**src/program.hex**
```
// One 32-bit RV64 instruction per line, word 0 at the reset vector.
00500093
0000B103
00700193
02308233
00812283
00100313
006283B3
00713823
00308463
010000EF
12345437
00001497
00008067
0030851B
0230C5BB
40638633

```
**src/rvf_pkg.sv**
```systemverilog
package rvf_pkg;

	// --------------------------------------------------
	// Widths and fixed values
	// --------------------------------------------------
	localparam int XLEN = 64;
	localparam int ILEN = 32;

	localparam logic [XLEN-1:0] RESET_PC = 64'h8000_0000;
	localparam logic [ILEN-1:0] NOP_INSTR = 32'h0000_0013; // addi x0,x0,0.

	localparam int ROM_WORDS = 16;
	localparam int ROM_AW = 4; // Index comes from pc[5:2].

	// --------------------------------------------------
	// Instruction classes seen by the hazard logic
	// --------------------------------------------------
	typedef enum logic [2:0] {
		CLS_ALU    = 3'd0,
		CLS_LOAD   = 3'd1,
		CLS_STORE  = 3'd2,
		CLS_BRANCH = 3'd3,
		CLS_JUMP   = 3'd4,
		CLS_MULDIV = 3'd5,
		CLS_OTHER  = 3'd6
	} instr_class_e;

	// Major RV64 opcodes, bits [6:0] of the instruction.
	typedef enum logic [6:0] {
		LOAD     = 7'b000_0011,
		STORE    = 7'b010_0011,
		OP_IMM   = 7'b001_0011,
		OP_IMM32 = 7'b001_1011,
		OP       = 7'b011_0011,
		OP32     = 7'b011_1011,
		BRANCH   = 7'b110_0011,
		JAL      = 7'b110_1111,
		JALR     = 7'b110_0111,
		LUI      = 7'b011_0111,
		AUIPC    = 7'b001_0111
	} opcode_e;

	// --------------------------------------------------
	// IF/ID register command
	// --------------------------------------------------
	typedef enum logic [1:0] {
		ACT_ADVANCE = 2'd0,
		ACT_HOLD    = 2'd1,
		ACT_FLUSH   = 2'd2
	} fetch_action_e;

endpackage

```
**src/pc_gen.sv**
```systemverilog
`timescale 1ns/1ps

module pc_gen (
	input  logic                     clk,
	input  logic                     rst_n,
	input  logic                     pc_hold_i,
	input  logic                     redirect_i,
	input  logic [rvf_pkg::XLEN-1:0] redirect_pc_i,
	output logic [rvf_pkg::XLEN-1:0] pc_o
);

	logic [rvf_pkg::XLEN-1:0] pc_q;
	logic [rvf_pkg::XLEN-1:0] pc_d;
	logic [rvf_pkg::XLEN-1:0] pc_seq;

	assign pc_seq = pc_q + 'd4; // Next word in program order.

	// --------------------------------------------------
	// Next PC selection
	// --------------------------------------------------
	always_comb begin
		if (redirect_i) begin
			pc_d = redirect_pc_i; // Redirect wins over a hold.
		end else if (pc_hold_i) begin
			pc_d = pc_q;
		end else begin
			pc_d = pc_seq;
		end
	end

	always_ff @(posedge clk or negedge rst_n) begin
		if (!rst_n) begin
			pc_q <= rvf_pkg::RESET_PC;
		end else begin
			pc_q <= pc_d;
		end
	end

	assign pc_o = pc_q;

endmodule

```
**src/instr_rom.sv**
```systemverilog
`timescale 1ns/1ps

module instr_rom (
	input  logic [rvf_pkg::XLEN-1:0] pc_i,
	output logic [rvf_pkg::ILEN-1:0] instr_o
);

	logic [rvf_pkg::ILEN-1:0] rom [rvf_pkg::ROM_WORDS];
	logic [rvf_pkg::ROM_AW-1:0] word_idx;

	initial begin
		$readmemh("/design/src/program.hex", rom);
	end

	// Byte address to word index; the image repeats every 64 bytes.
	assign word_idx = pc_i[rvf_pkg::ROM_AW+1:2];

	assign instr_o = rom[word_idx];

endmodule

```
**src/if_id_regs.sv**
```systemverilog
`timescale 1ns/1ps

module if_id_regs (
	input  logic                     clk,
	input  logic                     rst_n,
	input  rvf_pkg::fetch_action_e   action_i,
	input  logic [rvf_pkg::XLEN-1:0] pc_if_id_i,
	input  logic [rvf_pkg::ILEN-1:0] instr_if_id_i,
	output logic [rvf_pkg::XLEN-1:0] pc_if_id_o,
	output logic [rvf_pkg::ILEN-1:0] instr_if_id_o,
	output logic                     valid_if_id_o
);

	logic [rvf_pkg::XLEN-1:0] pc_q;
	logic [rvf_pkg::ILEN-1:0] instr_q;
	logic                     valid_q;

	// --------------------------------------------------
	// Pipeline register update
	// --------------------------------------------------
	always_ff @(posedge clk or negedge rst_n) begin
		if (!rst_n) begin
			pc_q    <= rvf_pkg::RESET_PC;
			instr_q <= rvf_pkg::NOP_INSTR; // ID starts out as a bubble.
			valid_q <= 1'b0;
		end else begin
			case (action_i)
				rvf_pkg::ACT_ADVANCE: begin
					pc_q    <= pc_if_id_i;
					instr_q <= instr_if_id_i;
					valid_q <= 1'b1;
				end
				rvf_pkg::ACT_FLUSH: begin
					pc_q    <= pc_if_id_i;
					instr_q <= rvf_pkg::NOP_INSTR; // Wrong-path fetch is dropped.
					valid_q <= 1'b0;
				end
				rvf_pkg::ACT_HOLD: begin
					pc_q    <= pc_q;
					instr_q <= instr_q;
					valid_q <= valid_q;
				end
				default: begin
					pc_q    <= pc_q; // Unused encoding behaves as a hold.
					instr_q <= instr_q;
					valid_q <= valid_q;
				end
			endcase
		end
	end

	assign pc_if_id_o    = pc_q;
	assign instr_if_id_o = instr_q;
	assign valid_if_id_o = valid_q;

endmodule

```
**src/fetch_hazard_ctrl.sv**
```systemverilog
`timescale 1ns/1ps

module fetch_hazard_ctrl (
	input  logic                   id_valid_i,
	input  rvf_pkg::instr_class_e  id_class_i,
	input  logic [4:0]             id_rs1_i,
	input  logic [4:0]             id_rs2_i,
	input  logic                   id_uses_rs1_i,
	input  logic                   id_uses_rs2_i,
	input  logic                   muldiv_done_i,
	input  logic                   ex_load_valid_i,
	input  logic [4:0]             ex_load_rd_i,
	input  logic                   redirect_i,
	output rvf_pkg::fetch_action_e action_o,
	output logic                   pc_hold_o
);

	logic muldiv_wait;
	logic rs1_match;
	logic rs2_match;
	logic load_use;

	// --------------------------------------------------
	// Hazard detection
	// --------------------------------------------------
	assign muldiv_wait = id_valid_i && (id_class_i == rvf_pkg::CLS_MULDIV) && !muldiv_done_i;

	assign rs1_match = id_uses_rs1_i && (id_rs1_i == ex_load_rd_i);
	assign rs2_match = id_uses_rs2_i && (id_rs2_i == ex_load_rd_i);

	// A load into x0 never creates a dependency.
	assign load_use = ex_load_valid_i && (ex_load_rd_i != 5'd0) && (rs1_match || rs2_match);

	// --------------------------------------------------
	// Action priority
	// --------------------------------------------------
	always_comb begin
		if (muldiv_wait) begin
			action_o = rvf_pkg::ACT_HOLD;
		end else if (load_use) begin
			action_o = rvf_pkg::ACT_HOLD;
		end else if (redirect_i) begin
			action_o = rvf_pkg::ACT_FLUSH;
		end else begin
			action_o = rvf_pkg::ACT_ADVANCE;
		end
	end

	// The held ID entry is older than the redirect, so the PC still moves.
	assign pc_hold_o = (action_o == rvf_pkg::ACT_HOLD) && !redirect_i;

endmodule

```
**src/id_classify.sv**
```systemverilog
`timescale 1ns/1ps

module id_classify (
	input  logic [rvf_pkg::ILEN-1:0] instr_i,
	output rvf_pkg::instr_class_e    class_o,
	output logic [4:0]               rd_o,
	output logic [4:0]               rs1_o,
	output logic [4:0]               rs2_o,
	output logic                     uses_rs1_o,
	output logic                     uses_rs2_o
);

	rvf_pkg::opcode_e opcode;
	logic [6:0]       funct7;

	assign opcode = rvf_pkg::opcode_e'(instr_i[6:0]);
	assign funct7 = instr_i[31:25];

	assign rd_o  = instr_i[11:7];
	assign rs1_o = instr_i[19:15];
	assign rs2_o = instr_i[24:20];

	// --------------------------------------------------
	// Class and source usage
	// --------------------------------------------------
	always_comb begin
		class_o    = rvf_pkg::CLS_OTHER;
		uses_rs1_o = 1'b0;
		uses_rs2_o = 1'b0;
		case (opcode)
			rvf_pkg::LOAD: begin
				class_o    = rvf_pkg::CLS_LOAD;
				uses_rs1_o = 1'b1;
			end
			rvf_pkg::STORE: begin
				class_o    = rvf_pkg::CLS_STORE;
				uses_rs1_o = 1'b1;
				uses_rs2_o = 1'b1;
			end
			rvf_pkg::BRANCH: begin
				class_o    = rvf_pkg::CLS_BRANCH;
				uses_rs1_o = 1'b1;
				uses_rs2_o = 1'b1;
			end
			rvf_pkg::OP, rvf_pkg::OP32: begin
				// M extension shares the opcode and sets funct7 to 1.
				class_o    = (funct7 == 7'h01) ? rvf_pkg::CLS_MULDIV : rvf_pkg::CLS_ALU;
				uses_rs1_o = 1'b1;
				uses_rs2_o = 1'b1;
			end
			rvf_pkg::OP_IMM, rvf_pkg::OP_IMM32: begin
				class_o    = rvf_pkg::CLS_ALU;
				uses_rs1_o = 1'b1;
			end
			rvf_pkg::LUI, rvf_pkg::AUIPC: begin
				class_o = rvf_pkg::CLS_ALU; // Upper immediate, no source register.
			end
			rvf_pkg::JAL: begin
				class_o = rvf_pkg::CLS_JUMP;
			end
			rvf_pkg::JALR: begin
				class_o    = rvf_pkg::CLS_JUMP;
				uses_rs1_o = 1'b1;
			end
			default: begin
				class_o = rvf_pkg::CLS_OTHER;
			end
		endcase
	end

endmodule

```
**src/fetch_top.sv**
```systemverilog
`timescale 1ns/1ps

module fetch_top (
	input  logic                     clk,
	input  logic                     rst_n,
	input  logic                     redirect_i,
	input  logic [rvf_pkg::XLEN-1:0] redirect_pc_i,
	input  logic                     muldiv_done_i,
	input  logic                     ex_load_valid_i,
	input  logic [4:0]               ex_load_rd_i,
	output logic                     id_valid_o,
	output logic [rvf_pkg::XLEN-1:0] id_pc_o,
	output logic [rvf_pkg::ILEN-1:0] id_instr_o,
	output rvf_pkg::instr_class_e    id_class_o,
	output logic [4:0]               id_rd_o,
	output logic [4:0]               id_rs1_o,
	output logic [4:0]               id_rs2_o,
	output logic                     hold_o
);

	logic [rvf_pkg::XLEN-1:0] if_pc;
	logic [rvf_pkg::ILEN-1:0] if_instr;
	logic                     id_valid;
	logic [rvf_pkg::XLEN-1:0] id_pc;
	logic [rvf_pkg::ILEN-1:0] id_instr;
	rvf_pkg::instr_class_e    id_class;
	logic [4:0]               id_rd;
	logic [4:0]               id_rs1;
	logic [4:0]               id_rs2;
	logic                     id_uses_rs1;
	logic                     id_uses_rs2;
	rvf_pkg::fetch_action_e   action;
	logic                     pc_hold;

	// --------------------------------------------------
	// Fetch stage
	// --------------------------------------------------
	pc_gen u_pc_gen (
		.clk           (clk),
		.rst_n         (rst_n),
		.pc_hold_i     (pc_hold),
		.redirect_i    (redirect_i),
		.redirect_pc_i (redirect_pc_i),
		.pc_o          (if_pc)
	);

	instr_rom u_instr_rom (
		.pc_i    (if_pc),
		.instr_o (if_instr)
	);

	if_id_regs u_if_id_regs (
		.clk           (clk),
		.rst_n         (rst_n),
		.action_i      (action),
		.pc_if_id_i    (if_pc),
		.instr_if_id_i (if_instr),
		.pc_if_id_o    (id_pc),
		.instr_if_id_o (id_instr),
		.valid_if_id_o (id_valid)
	);

	// --------------------------------------------------
	// Decode side and hazard control
	// --------------------------------------------------
	id_classify u_id_classify (
		.instr_i    (id_instr),
		.class_o    (id_class),
		.rd_o       (id_rd),
		.rs1_o      (id_rs1),
		.rs2_o      (id_rs2),
		.uses_rs1_o (id_uses_rs1),
		.uses_rs2_o (id_uses_rs2)
	);

	fetch_hazard_ctrl u_fetch_hazard_ctrl (
		.id_valid_i      (id_valid),
		.id_class_i      (id_class),
		.id_rs1_i        (id_rs1),
		.id_rs2_i        (id_rs2),
		.id_uses_rs1_i   (id_uses_rs1),
		.id_uses_rs2_i   (id_uses_rs2),
		.muldiv_done_i   (muldiv_done_i),
		.ex_load_valid_i (ex_load_valid_i),
		.ex_load_rd_i    (ex_load_rd_i),
		.redirect_i      (redirect_i),
		.action_o        (action),
		.pc_hold_o       (pc_hold)
	);

	assign id_valid_o = id_valid;
	assign id_pc_o    = id_pc;
	assign id_instr_o = id_instr;
	assign id_class_o = id_class;
	assign id_rd_o    = id_rd;
	assign id_rs1_o   = id_rs1;
	assign id_rs2_o   = id_rs2;
	assign hold_o     = (action == rvf_pkg::ACT_HOLD); // Stalls the stages behind ID.

endmodule

```
**config.mk**
```make
export PLATFORM = sky130hd
export DESIGN_NAME = fetch_top
export DESIGN_NICKNAME = d
export VERILOG_FILES = /design/src/rvf_pkg.sv /design/src/pc_gen.sv /design/src/instr_rom.sv /design/src/if_id_regs.sv /design/src/fetch_hazard_ctrl.sv /design/src/id_classify.sv /design/src/fetch_top.sv
export SDC_FILE = /design/constraint.sdc
export NUM_CORES = 1
export LEC_CHECK = 0
export BUFFER_PORTS_ARGS = -buffer_cell sky130_fd_sc_hd__buf_4
export CAP_MARGIN = 5
export CORE_MARGIN = 2
export CORE_UTILIZATION = 45
export DETAILED_ROUTE_END_ITERATION = 8
export PLACE_DENSITY = 0.65
export SKIP_CTS_REPAIR_TIMING = 1
export SLEW_MARGIN = 20
export SYNTH_ARGS = -nofsm -noshare
export SYNTH_HDL_FRONTEND = slang
export SYNTH_HIERARCHICAL = 1
export SYNTH_SLANG_ARGS = --single-unit
export TNS_END_PERCENT = 20
```
**constraint.sdc**
```tcl
create_clock -name clk -period 10.4 [get_ports clk]
set_clock_uncertainty 0.05 [all_clocks]
set_input_delay 3.12 -clock clk [delete_from_list [all_inputs] [get_ports clk]]
set_output_delay 3.12 -clock clk [all_outputs]
set_load 0.02 [all_outputs]
```
==> results.sh <==
export IMPL_swShare=0.2767
export IMPL_final_common_cell="buf_4"
export IMPL_multi_input_area_sq_um=3945
export IMPL_pre_cts_slack_ns=2.664
export IMPL_seq_area_sq_um=4035
export IMPL_p_int_mw=1.179
export IMPL_layout_common_cells="buf_4 (193), dfrtp_1 (156), nand2_1 (72), mux2_4 (64), xnor2_1 (39)"
export IMPL_rsz0062_at_grt="false"
export IMPL_hold_viol=0
export IMPL_slew_violations=0
export IMPL_fp_coreArea_sq_um=18710
export IMPL_ant_nets=0
export IMPL_gr_total_overflow=0
export IMPL_routedWlPerCell_um=17.46
export IMPL_criticalPathCategory="primary input to output port"
export IMPL_vias=6228
export IMPL_cp_max_fo=5
export IMPL_vdd_ir_drop_max_uv=117.4
export IMPL_drc=0
export IMPL_syn_area_sq_um=8553
export IMPL_die_w_um=141.9
export IMPL_ctsRootBufferMaster="clkbuf_16"
export IMPL_pwr_share_comb=0.171
export IMPL_async_flop_share=1.000
export IMPL_worst_hold_slack_ns=0.4574
export IMPL_cap_violations=0
export IMPL_critPathRequiredTime_ns=7.23
export IMPL_design_die_area_sq_um=20130
export IMPL_utilization=0.5530
export IMPL_diodes=0
export IMPL_crit_arrival_ns=4.59
export IMPL_fillers=1630
export IMPL_grt_pass1_wl_um=32120
export IMPL_routed_wl_um=20330
export IMPL_status="complete, no violations"
export IMPL_hp_class="flip-flop to flip-flop"
export IMPL_tns_ns=0
export IMPL_gp_congestion=0.7867
export IMPL_tightest_slew_ns=0.9059
export IMPL_worstSetupEndpointType="output port"
export IMPL_avgSynthCellArea_sq_um=11.22
export IMPL_drive_gt1_frac=0.3441
export IMPL_clk_pin_slew_ns=0.06
export IMPL_via_per_inst=5.351
export IMPL_cts_tree="yes"
export IMPL_grt_max_degree=91
export IMPL_place_hpwl_um=13980
export IMPL_period_share=0.7466
export IMPL_synth_edf_count=0
export IMPL_area_growth_pct=20.93
export IMPL_antenna_found_initial=0
export IMPL_yosysSeqAreaShare=0.4718
export IMPL_fin_nets=992
export IMPL_timing_final_ws_setup_ns=2.636
export IMPL_power_switching_uw=451.2
export IMPL_cts_buffers=17
export IMPL_seq_power_share=0.459
export IMPL_ys_flop_type="dfrtp_1"
export IMPL_port_buffers=189
export IMPL_cts_sinks=161
export IMPL_cts_buffer_depth=2
export IMPL_setup_viol=0
export IMPL_power_mw=1.631
export IMPL_postSynthCellCount=762
export IMPL_first_iter_violations=384
export IMPL_die_h_um=141.9
export IMPL_clock_fmax_mhz=128.8
export IMPL_drt_pass1_iterations=5
export IMPL_synth_distinct_cells=62
export IMPL_row_count=50
export IMPL_pwr_share_clk=0.370
export IMPL_io_pins=190
export IMPL_min_period_ns=7.764
export IMPL_ctsHtreeMaxLevel=4
export IMPL_ys_warn_count=6
export IMPL_track_usage=0.2024
export IMPL_grt_pass1_vias=6009
export IMPL_leakagePower_nw=4.662
export IMPL_insertion_delay_ns=0.42
export IMPL_start_kind="primary input"
export IMPL_ys_ff_latch=161
export IMPL_power_density_nw_per_um2=157.7
export IMPL_max_slew_margin=0.3961
export IMPL_start_util=0.4573
## cells in the mapped netlist, types with 2 or more instances
| master | number | share of area |
|---|---|---|
| o31ai_1 | 2 | 0.0018 |
| or4_1 | 4 | 0.0035 |
| and4_1 | 17 | 0.017 |
| a221o_1 | 2 | 0.0023 |
| buf_1 | 2 | 0.00088 |
| buf_4 | 50 | 0.044 |
| nand3_1 | 30 | 0.018 |
| xor2_1 | 17 | 0.017 |
| mux2i_1 | 5 | 0.0059 |
| a31oi_1 | 7 | 0.0051 |
| nor4_2 | 5 | 0.0073 |
| o21ai_1 | 9 | 0.0053 |
| buf_2 | 4 | 0.0023 |
| nor2_1 | 27 | 0.012 |
| o31a_1 | 3 | 0.0031 |
| nand2b_1 | 5 | 0.0037 |
| nor3_1 | 20 | 0.012 |
| a31o_2 | 2 | 0.0020 |
| buf_12 | 6 | 0.014 |
| or2_2 | 2 | 0.0015 |
| a22oi_1 | 4 | 0.0035 |
| clkbuf_1 | 22 | 0.0097 |
| nor4_1 | 16 | 0.012 |
| mux2_2 | 6 | 0.0079 |
| dfstp_2 | 5 | 0.015 |
| nor4_4 | 2 | 0.0050 |
| nand2_1 | 72 | 0.032 |
| and3_1 | 10 | 0.0073 |
| mux2_4 | 64 | 0.11 |
| inv_1 | 11 | 0.0048 |
| a21o_1 | 2 | 0.0018 |
| dfrtp_1 | 156 | 0.46 |
| and4b_1 | 2 | 0.0023 |
| and2_1 | 4 | 0.0029 |
| o21ai_0 | 39 | 0.023 |
| or3_1 | 2 | 0.0015 |
| nand4_1 | 24 | 0.018 |
| nor2b_1 | 6 | 0.0044 |
| xnor2_1 | 39 | 0.040 |
| a21oi_1 | 3 | 0.0018 |
| a22o_1 | 29 | 0.030 |
| buf_6 | 5 | 0.0066 |
## worst max-delay path, stage by stage
cell	delay, ns
buf_4	0.12
xor2_1	0.16
nor4_1	0.32
a32oi_1	0.26
o211a_1	0.36
nor2b_4	0.12
buf_4	0.14
## metal layers
layer  GRT usage  wire length, um
met4     0.05579              174
met1      0.2832             9516
met2      0.3153             9499
met5           0                0
met3     0.04961             1138
## power by group through the flow
| stage | sequential [mW] | combinational (mW) | clock (mW) |
|---|---|---|---|
| after floorplan | 0.782 | 0.140 | 0 |
| after global placement | 0.758 | 0.277 | 0 |
| after detailed placement | 0.759 | 0.281 | 0 |
| after CTS | 0.749 | 0.282 | 0.617 |
| after global routing | 0.758 | 0.301 | 0.646 |
| final | 0.749 | 0.279 | 0.603 |
## layout make-up
| cell class | instances | share of cell area |
|---|---|---|
| timing repair buffer | 194 | 0.1412 |
| sequential | 161 | 0.3901 |
| clock buffer | 23 | 0.04718 |
| tap | 234 | 0.02831 |
| inverter | 11 | 0.003992 |
| multi-input combinational | 532 | 0.3814 |
| clock inverter | 9 | 0.007863 |
## per-stage QoR
step / area (sq um) / std cells
floorplan: 8670 / 793
global placement: 9774 / 1132
detailed placement: 9774 / 1132
CTS: 10340 / 1164
global route: 10340 / 1164
finish: 10340 / 1164
## kinds of logic after synthesis
group / count (synthesis) / synth area share
AOI/OAI and AO/OA: 113 / 0.09318
and+or+nand+nor: 255 / 0.1675
DFF: 161 / 0.4718
adders and majority gates: 1 / 0.001463
xor gates and xnor gates: 56 / 0.05734
other: 1 / 0.0004384
buffers and inverters: 100 / 0.08221
muxes: 75 / 0.1261
## state kept, by name, indices dropped and copies added, names as in the netlist
name,count
u_if_id_regs/instr_if_id_o,32
u_if_id_regs/valid_if_id_o,1
u_if_id_regs/pc_if_id_o,64
u_pc_gen/pc_o,64
## path summary, 6_finish.rpt
check                                               to                     startpoint  slack, ns  cells after the start
setup / recovery                                hold_o                ex_load_rd_i[3]       2.64                      7
hold / removal              u_if_id_regs/pc_if_id_o[0]               u_pc_gen/pc_o[0]       0.46                      1
setup reg to reg                     u_pc_gen/pc_o[55]  u_if_id_regs/instr_if_id_o[2]       6.15                     11
hold reg to reg             u_if_id_regs/pc_if_id_o[0]               u_pc_gen/pc_o[0]       0.46                      1
max in group asynchronous   u_if_id_regs/pc_if_id_o[3]                          rst_n       6.22                      2
min in group asynchronous  u_if_id_regs/pc_if_id_o[22]                          rst_n       2.69                      1
Note: power is estimated with default switching activity, not from simulation.
